==> src/cnt_params.svh <==
// Sizing macros for the counter table, shared by the package and the top level
// Include wherever the counter width or table depth is needed
`ifndef CNT_PARAMS_SVH
`define CNT_PARAMS_SVH

// Bits per counter entry
`define CNT_WIDTH  32

// Number of counters in the table
`define CNT_DEPTH  64

// Entry address width, log2 of CNT_DEPTH
`define CNT_ADDR_W 6

`endif
==> src/cnt_pkg.sv <==
// Shared types for the counter table: opcode enum, counter value and address
// Referenced by scoped name from the RTL and the testbench
`default_nettype none

`include "cnt_params.svh"

package cnt_pkg;

  // Command opcodes, codes 5 to 7 are illegal
  typedef enum logic [2:0] {
    OP_READ  = 3'd0,  // Return value only
    OP_WRITE = 3'd1,  // Overwrite with operand
    OP_ADD   = 3'd2,  // Wrapping add of operand
    OP_RDCLR = 3'd3,  // Return value, then zero the entry
    OP_MAX   = 3'd4   // Keep unsigned max of entry and operand
  } cnt_op_e;

  // One counter value
  typedef logic [`CNT_WIDTH-1:0] cnt_data_t;

  // Table index
  typedef logic [`CNT_ADDR_W-1:0] cnt_addr_t;

endpackage

`default_nettype wire

==> src/cnt_if.sv <==
// Pipeline bundles of the counter table
// cnt_req_if runs decode to execute, cnt_pipe_if runs execute to result
`timescale 1ns/1ps
`default_nettype none

// Decoded command, one cycle strobe per command
interface cnt_req_if;
  logic                valid;    // Command present this cycle
  cnt_pkg::cnt_op_e    op;       // Decoded opcode
  logic                illegal;  // Raw opcode was out of range
  cnt_pkg::cnt_addr_t  addr;     // Entry index
  cnt_pkg::cnt_data_t  operand;  // Command data

  modport source (output valid, op, illegal, addr, operand);
  modport sink   (input  valid, op, illegal, addr, operand);
endinterface

// Command aligned with the RAM read data
interface cnt_pipe_if;
  logic                valid;    // RAM output for this command is on doutb
  cnt_pkg::cnt_op_e    op;
  logic                illegal;
  cnt_pkg::cnt_addr_t  addr;
  cnt_pkg::cnt_data_t  operand;

  modport source (output valid, op, illegal, addr, operand);
  modport sink   (input  valid, op, illegal, addr, operand);
endinterface

`default_nettype wire

==> src/cnt_table_top.sv <==
// Top level of the counter table with plain command and response ports
// Response comes four clocks after the command, one command per clock
`timescale 1ns/1ps
`default_nettype none

`include "cnt_params.svh"

module cnt_table_top (
  input  wire logic               clkb,
  input  wire logic               rstb,       // Synchronous, active high
  input  wire logic               cmd_valid,  // Command strobe
  input  wire logic [2:0]         cmd_op,     // Raw opcode, 5 to 7 illegal
  input  wire cnt_pkg::cnt_addr_t cmd_addr,   // Counter index
  input  wire cnt_pkg::cnt_data_t cmd_data,   // Operand
  output logic                    rsp_valid,  // Response strobe
  output logic                    rsp_err,    // Illegal opcode flag
  output cnt_pkg::cnt_data_t      rsp_data    // Entry value before the command
);

  // RAM read port
  logic               enb;
  logic               regceb;
  cnt_pkg::cnt_addr_t addrb;
  cnt_pkg::cnt_data_t doutb;

  // RAM write port
  logic               wea;
  cnt_pkg::cnt_addr_t addra;
  cnt_pkg::cnt_data_t dina;

  cnt_req_if  req_if ();   // Decode to execute
  cnt_pipe_if pipe_if ();  // Execute to result

  cnt_decode decode_i (
    .clkb      (clkb),
    .rstb      (rstb),
    .cmd_valid (cmd_valid),
    .cmd_op    (cmd_op),
    .cmd_addr  (cmd_addr),
    .cmd_data  (cmd_data),
    .req       (req_if.source)
  );

  cnt_execute execute_i (
    .clkb   (clkb),
    .rstb   (rstb),
    .req    (req_if.sink),
    .enb    (enb),
    .addrb  (addrb),
    .regceb (regceb),
    .pipe   (pipe_if.source)
  );

  cnt_ram #(
    .RAM_WIDTH (`CNT_WIDTH),
    .RAM_DEPTH (`CNT_DEPTH)
  ) ram_i (
    .clkb   (clkb),
    .rstb   (rstb),
    .wea    (wea),
    .addra  (addra),
    .dina   (dina),
    .enb    (enb),
    .addrb  (addrb),
    .regceb (regceb),
    .doutb  (doutb)
  );

  cnt_result result_i (
    .clkb      (clkb),
    .rstb      (rstb),
    .pipe      (pipe_if.sink),
    .doutb     (doutb),
    .wea       (wea),
    .addra     (addra),
    .dina      (dina),
    .rsp_valid (rsp_valid),
    .rsp_err   (rsp_err),
    .rsp_data  (rsp_data)
  );

endmodule

`default_nettype wire

==> src/cnt_result.sv <==
// Update and response stage of the counter table
// Picks the old value, computes the new one per opcode and writes it back
// A two-entry write history covers RAM reads that missed the last two writes
`timescale 1ns/1ps
`default_nettype none

module cnt_result (
  input  wire logic               clkb,
  input  wire logic               rstb,
  cnt_pipe_if.sink                pipe,
  input  wire cnt_pkg::cnt_data_t doutb,      // RAM read data
  output logic                    wea,        // RAM write enable
  output cnt_pkg::cnt_addr_t      addra,      // RAM write address
  output cnt_pkg::cnt_data_t      dina,       // RAM write data
  output logic                    rsp_valid,  // Response strobe
  output logic                    rsp_err,    // Illegal opcode
  output cnt_pkg::cnt_data_t      rsp_data    // Old entry value
);

  cnt_pkg::cnt_data_t old_val;    // Entry value before this command
  cnt_pkg::cnt_data_t new_val;    // Entry value after this command
  logic               do_write;   // Command modifies the entry

  // Write history, index 0 is the newest
  logic [1:0]         hist_vld;
  cnt_pkg::cnt_addr_t hist_addr [2];
  cnt_pkg::cnt_data_t hist_data [2];

  // Newest matching write wins over the RAM data
  always_comb begin
    if (hist_vld[0] && (hist_addr[0] == pipe.addr)) begin
      old_val = hist_data[0];
    end else if (hist_vld[1] && (hist_addr[1] == pipe.addr)) begin
      old_val = hist_data[1];
    end else begin
      old_val = doutb;
    end
  end

  // Per-opcode update
  always_comb begin
    case (pipe.op)
      cnt_pkg::OP_WRITE: new_val = pipe.operand;
      cnt_pkg::OP_ADD:   new_val = old_val + pipe.operand;  // Wraps at full width
      cnt_pkg::OP_RDCLR: new_val = '0;
      cnt_pkg::OP_MAX:   new_val = (pipe.operand > old_val) ? pipe.operand : old_val;
      default:           new_val = old_val;                 // OP_READ
    endcase
  end

  assign do_write = pipe.valid & ~pipe.illegal & (pipe.op != cnt_pkg::OP_READ);

  // Write lands in the RAM on the same edge as the response register
  assign wea   = do_write;
  assign addra = pipe.addr;
  assign dina  = new_val;

  // Response strobes
  always_ff @(posedge clkb) begin
    if (rstb) begin
      rsp_valid <= 1'b0;
      rsp_err   <= 1'b0;
    end else begin
      rsp_valid <= pipe.valid;
      rsp_err   <= pipe.valid & pipe.illegal;
    end
  end

  // Response data, zero for an illegal opcode
  always_ff @(posedge clkb) begin
    if (pipe.valid) begin
      rsp_data <= pipe.illegal ? '0 : old_val;
    end
  end

  // History shifts every cycle, so a slot ages out after two cycles
  always_ff @(posedge clkb) begin
    if (rstb) begin
      hist_vld <= '0;
    end else begin
      hist_vld <= {hist_vld[0], do_write};
    end
  end

  always_ff @(posedge clkb) begin
    hist_addr[1] <= hist_addr[0];
    hist_data[1] <= hist_data[0];
    hist_addr[0] <= pipe.addr;
    hist_data[0] <= new_val;
  end

endmodule

`default_nettype wire

==> src/cnt_execute.sv <==
// Read issue stage of the counter table
// Starts the RAM read and delays the command by the two-cycle RAM latency
`timescale 1ns/1ps
`default_nettype none

module cnt_execute (
  input  wire logic          clkb,
  input  wire logic          rstb,
  cnt_req_if.sink            req,
  output logic               enb,     // RAM read enable
  output cnt_pkg::cnt_addr_t addrb,   // RAM read address
  output logic               regceb,  // RAM output register enable
  cnt_pipe_if.source         pipe
);

  // First delay stage, in step with the RAM read register
  logic               s1_valid;
  cnt_pkg::cnt_op_e   s1_op;
  logic               s1_illegal;
  cnt_pkg::cnt_addr_t s1_addr;
  cnt_pkg::cnt_data_t s1_operand;

  // Illegal commands never touch the RAM
  assign enb   = req.valid & ~req.illegal;
  assign addrb = req.addr;

  // Control bits of both stages
  always_ff @(posedge clkb) begin
    if (rstb) begin
      s1_valid   <= 1'b0;
      regceb     <= 1'b0;
      pipe.valid <= 1'b0;
    end else begin
      s1_valid   <= req.valid;
      regceb     <= enb;       // Output register loads one cycle after the read
      pipe.valid <= s1_valid;  // Lines up with doutb
    end
  end

  // Payload delay line
  always_ff @(posedge clkb) begin
    s1_op        <= req.op;
    s1_illegal   <= req.illegal;
    s1_addr      <= req.addr;
    s1_operand   <= req.operand;
    pipe.op      <= s1_op;
    pipe.illegal <= s1_illegal;
    pipe.addr    <= s1_addr;
    pipe.operand <= s1_operand;
  end

endmodule

`default_nettype wire

==> src/cnt_decode.sv <==
// First pipeline stage of the counter table
// Registers each strobed command and turns the raw opcode into the enum
`timescale 1ns/1ps
`default_nettype none

module cnt_decode (
  input  wire logic               clkb,
  input  wire logic               rstb,
  input  wire logic               cmd_valid,  // Command strobe
  input  wire logic [2:0]         cmd_op,     // Raw opcode
  input  wire cnt_pkg::cnt_addr_t cmd_addr,
  input  wire cnt_pkg::cnt_data_t cmd_data,
  cnt_req_if.source               req
);

  logic             op_bad;  // Raw code beyond the last defined opcode
  cnt_pkg::cnt_op_e op_dec;  // Code mapped onto the enum

  assign op_bad = (cmd_op > cnt_pkg::OP_MAX);

  // Illegal codes map to a harmless read so op always holds a defined value
  always_comb begin
    if (op_bad) begin
      op_dec = cnt_pkg::OP_READ;
    end else begin
      op_dec = cnt_pkg::cnt_op_e'(cmd_op);
    end
  end

  // Strobe register
  always_ff @(posedge clkb) begin
    if (rstb) begin
      req.valid <= 1'b0;
    end else begin
      req.valid <= cmd_valid;
    end
  end

  // Command fields, loaded only with a command
  always_ff @(posedge clkb) begin
    if (cmd_valid) begin
      req.op      <= op_dec;
      req.illegal <= op_bad;
      req.addr    <= cmd_addr;
      req.operand <= cmd_data;
    end
  end

endmodule

`default_nettype wire

==> src/cnt_ram.sv <==
// Simple dual-port block RAM, one write port and one read port on clkb
// Read path has a data register and an output register, so reads take two cycles
`timescale 1ns/1ps
`default_nettype none

module cnt_ram #(
  parameter int RAM_WIDTH = 32,  // Data width
  parameter int RAM_DEPTH = 64   // Number of words
) (
  input  wire logic                         clkb,
  input  wire logic                         rstb,    // Clears output register only
  input  wire logic                         wea,     // Write enable
  input  wire logic [$clog2(RAM_DEPTH)-1:0] addra,   // Write address
  input  wire logic [RAM_WIDTH-1:0]         dina,    // Write data
  input  wire logic                         enb,     // Read enable
  input  wire logic [$clog2(RAM_DEPTH)-1:0] addrb,   // Read address
  input  wire logic                         regceb,  // Output register enable
  output logic      [RAM_WIDTH-1:0]         doutb    // Registered read data
);

  logic [RAM_WIDTH-1:0] mem [RAM_DEPTH];  // Storage array
  logic [RAM_WIDTH-1:0] ram_data;         // First read stage

  // Contents start at zero, as the device does after configuration
  initial begin
    for (int i = 0; i < RAM_DEPTH; i++) begin
      mem[i] = '0;
    end
  end

  // Write port
  always_ff @(posedge clkb) begin
    if (wea) begin
      mem[addra] <= dina;
    end
  end

  // Read port, old data on a same-edge write
  always_ff @(posedge clkb) begin
    if (enb) begin
      ram_data <= mem[addrb];
    end
  end

  // Output register
  always_ff @(posedge clkb) begin
    if (rstb) begin
      doutb <= '0;
    end else if (regceb) begin
      doutb <= ram_data;
    end
  end

endmodule

`default_nettype wire

==> config.mk <==
export PLATFORM = sky130hd
export DESIGN_NAME = cnt_table_top
export DESIGN_NICKNAME = d
export VERILOG_FILES = /design/src/cnt_pkg.sv /design/src/cnt_if.sv /design/src/cnt_table_top.sv /design/src/cnt_result.sv /design/src/cnt_execute.sv /design/src/cnt_decode.sv /design/src/cnt_ram.sv
export VERILOG_INCLUDE_DIRS = /design/src
export SDC_FILE = /design/constraint.sdc
export NUM_CORES = 2
export LEC_CHECK = 0
export ABC_AREA = 1
export BUFFER_PORTS_ARGS = -buffer_cell sky130_fd_sc_hd__buf_2
export CAP_MARGIN = 10
export CORE_ASPECT_RATIO = 1.75
export CORE_UTILIZATION = 50
export CTS_CLUSTER_DIAMETER = 60
export DETAILED_ROUTE_END_ITERATION = 7
export MAX_ROUTING_LAYER = met4
export PLACE_DENSITY = 0.68
export SLEW_MARGIN = 20
export SYNTH_ARGS = -nofsm -noshare
export SYNTH_HDL_FRONTEND = slang
export SYNTH_HIERARCHICAL = 1
export SYNTH_SLANG_ARGS = --single-unit
==> constraint.sdc <==
create_clock -name clkb -period 7.05 [get_ports clkb]
set_clock_uncertainty 0.1 [all_clocks]
set_input_delay 1.0575 -clock clkb [delete_from_list [all_inputs] [get_ports clkb]]
set_output_delay 1.0575 -clock clkb [all_outputs]
set_load 0.02 [all_outputs]
==> flow_summary.yaml <==
status:
  outcome: "completed"
placed_design:
  gp_congestion: 0.9224
  dp.cells: 10360
  io_buffers: 77
  place_ws_ns: 0.7567
  hpwl_um: 145600
sta:
  maxSlewViolCount: 0
  worst_slack_ns: 0.7159
  finalCritPeriodShare_pct: 89.85
  fmax_ghz: 0.1579
  slew_headroom_pct: 17.56
  finalSetupTns_ns: 0
  rsz0062_at_grt: "no"
  setup_viol: 0
  hold_violations: 0
  hold_ws_ns: 0.2155
  tightest_slew_ns: 1.237
  period_needed_ns: 6.334
finish:
  final_nets: 8225
  final_common_cell: "nand2_1"
  regArea_mm2: 0.06869
  stdcell_count: 10730
  final_cell_mix: "nand2_1, edfxtp_1, nand3_1"
  area_growth_pct: 10.09
  drive_gt1_share_pct: 8.087
  multi_input_area_mm2: 0.02347
  fillers: 15260
synth:
  syn_area_mm2: 0.09485
  yosys.area.top_type: "edfxtp_1"
  ys_seq_elements: 2354
  syn-mean-instance-area_um2: 11.63
  synth_top_area_share_pct: 68.19
  synth.area.top_cells: "edfxtp_1, nand3_1, nand2_1, dfxtp_1, buf_2"
  synth_nets: 8267
  synth_edf_count: 2154
  synth_ff_type: "edfxtp_1"
  ys_async_sr_fraction_pct: 0
  synth-seq-area-share_pct: 72.41
  yosys_warnings: 6
  synth_cell_types: 46
  netlist_instances: 8158
die:
  die_w_um: 331.2
  ios: 78
  core_area_mm2: 0.1885
  start_util_pct: 50.32
  die_area_mm2: 0.1915
  rows: 211
  die_height_um: 578.2
grt:
  groute.usage.overall_pct: 27.95
  grt_pass1_vias: 61280
  grt_max_degree: 277
  grt_antenna_before_repair: 9
  grt_remaining_overflow: 0
  grt_first_pass_wirelength_um: 390000
setup_path:
  ff2ff_setup_slack_ns: 0.72
  cp.required_ns: 7.53
  worstRegToRegCells: 20
  startpoint: "execute_i/pipe.addr[2]"
  critPathLaunchType: "flop"
  cp_data_arrival_time_ns: 6.81
  end_kind: "flop"
  path_max_fanout: 42
  r2r_end: "ram_i/mem[20][27]"
  r2r_start: "execute_i/pipe.addr[2]"
  cp-endpoint: "ram_i/mem[20][27]"
  path_class: "reg -> reg"
cts:
  clkLatencyLatePin_ns: 0.83
  cts.sinks: 2354
  cts_buffers: 203
  htree_levels: 4
  cts_setup_buffers: 0
  cts_resized: 0
  cts_tree: "built"
  clk_path_buf_depth: 4
  ctsRootBufferMaster: "clkbuf_16"
  cts_hold_buf: 0
  path_clk_slew_ns: 0.07
detailed_routing:
  avgViaCountPerCell: 5.993
  first_pass_iters: 6
  drt_wl_total_um: 264900
  drc_errors: 0
  ant_nets: 0
  vias: 64290
  drt_iter0_markers: 7653
  wl_per_cell_um: 24.69
power:
  p_per_area_mw_per_mm2: 280.7
  power.leakage_uw: 0.03810
  max-vdd-ir-drop_v: 0.0001938
  fin_total_pwr_uw: 29320
min_path:
  hold_path_class: "reg -> reg"
flow_run:
  maxCapViolations: 0
## critical path: stages, from the launching register on
cell and delay (ns):
dfxtp_1 0.63, inv_1 0.11, nand2_1 0.08, nand3_1 0.09
nor3_2 0.20, nand2_2 0.51, o21ai_0 0.60, inv_1 0.13
ha_1 0.37, nor4_1 0.89, nand2_1 0.13, nand2_1 0.20
nand2_1 0.08, nand2_1 0.06, nand2_1 0.06, nand2_2 0.32
nand2_4 0.35, nand2_1 0.14, nand3_1 0.09, nand3_2 0.45
buf_4 0.46
## sequential cells by signal, summed over array words and instances, names as in the netlist, 2 cells and up
signal	cells
decode_i/req.addr	6
decode_i/req.op	3
decode_i/req.operand	32
execute_i/pipe.addr	6
execute_i/pipe.op	3
execute_i/pipe.operand	32
execute_i/s1_addr	6
execute_i/s1_op	3
execute_i/s1_operand	32
ram_i/doutb	32
ram_i/mem	2048
ram_i/ram_data	32
result_i/hist_addr	12
result_i/hist_data	64
result_i/hist_vld	2
result_i/rsp_data	32
## layer usage
metal	global-route usage [%]	up-vias	wire, um	part of all wire, %
met5	-	-	0	0
met4	12.56	0	13000	4.9
met3	3.467	753	22470	8.5
met2	47.47	3448	133600	50
met1	33.48	31560	95790	36
li1	-	28530	-	-
## cells in the mapped netlist, types with 2 or more instances
cell type	number
o21bai_1	4
nand2_2	3
nand4_1	15
buf_1	72
ha_1	64
o22ai_1	9
inv_1	200
a21boi_0	3
o211ai_1	3
clkbuf_1	115
buf_4	57
buf_8	2
inv_2	7
o21ai_1	2
edfxtp_1	2154
nor3_1	11
nand2_1	2502
nand3b_1	3
buf_6	16
a32oi_1	2
dfxtp_1	200
or2_2	7
o21ai_0	83
nor2_2	3
a21oi_1	111
a21o_1	3
xor2_1	5
buf_2	244
nand3_1	2072
nor2_1	156
nor4_1	14
a221oi_1	2
## per-stage QoR
| stage | cell area (um^2) | util, % |
|---|---|---|
| 2_1_floorplan | 94850 | - |
| 3_3_place_gp | 97980 | 51.98 |
| 3_5_place_dp | 98020 | 52.00 |
| 4_1_cts | 104400 | 55.38 |
| 5_1_grt | 104400 | 55.40 |
| 6_report | 104400 | 55.40 |
## final cells by class
| type | count | area share (%) |
|---|---|---|
| Clock inverter | 119 | 0.9501 |
| Sequential cell | 2354 | 65.77 |
| Timing Repair Buffer | 259 | 1.931 |
| Tap cell | 2449 | 2.934 |
| Clock buffer | 243 | 5.139 |
| Multi-Input combinational cell | 5089 | 22.47 |
| Inverter | 209 | 0.7884 |
| Antenna cell | 5 | 0.01198 |
## worst min path at each step
stage / from / cells past startpoint / slack (ns) / end
CTS: result_i/hist_data[0][0] / 0 / 0.22 / result_i/hist_data[0][32]
detailed placement: execute_i/s1_operand[2] / 0 / 0.21 / execute_i/pipe.operand[2]
floorplan: execute_i/s1_addr[0] / 0 / 0.21 / execute_i/pipe.addr[0]
global placement: execute_i/s1_operand[26] / 0 / 0.21 / execute_i/pipe.operand[26]
global route: execute_i/s1_addr[3] / 0 / 0.23 / execute_i/pipe.addr[3]
finish: result_i/hist_data[0][0] / 0 / 0.22 / result_i/hist_data[0][32]
## cell families (layout without fill, tap and decap cells)
| kind of cell | Yosys count | after routing | synth area share [%] |
|---|---|---|---|
| fa+ha+maj | 65 | 65 | 0.8653 |
| flops | 2354 | 2354 | 72.41 |
| buf+inv | 715 | 830 | 3.530 |
| compound gates | 228 | 228 | 1.285 |
| simple gates | 4791 | 4791 | 21.86 |
| other cells | 0 | 5 | 0 |
| xor+xnor | 5 | 5 | 0.04617 |
## where the power goes
part           switching, uW  leakage, uW  internal, uW  total (uW)
Clock                   4940      0.00312          5980       10900
Sequential              77.3       0.0212         15700       15800
Combinational           2010       0.0138           614        2620
Total                   7020       0.0381         22300       29300
(Power assumes the default switching activity.)
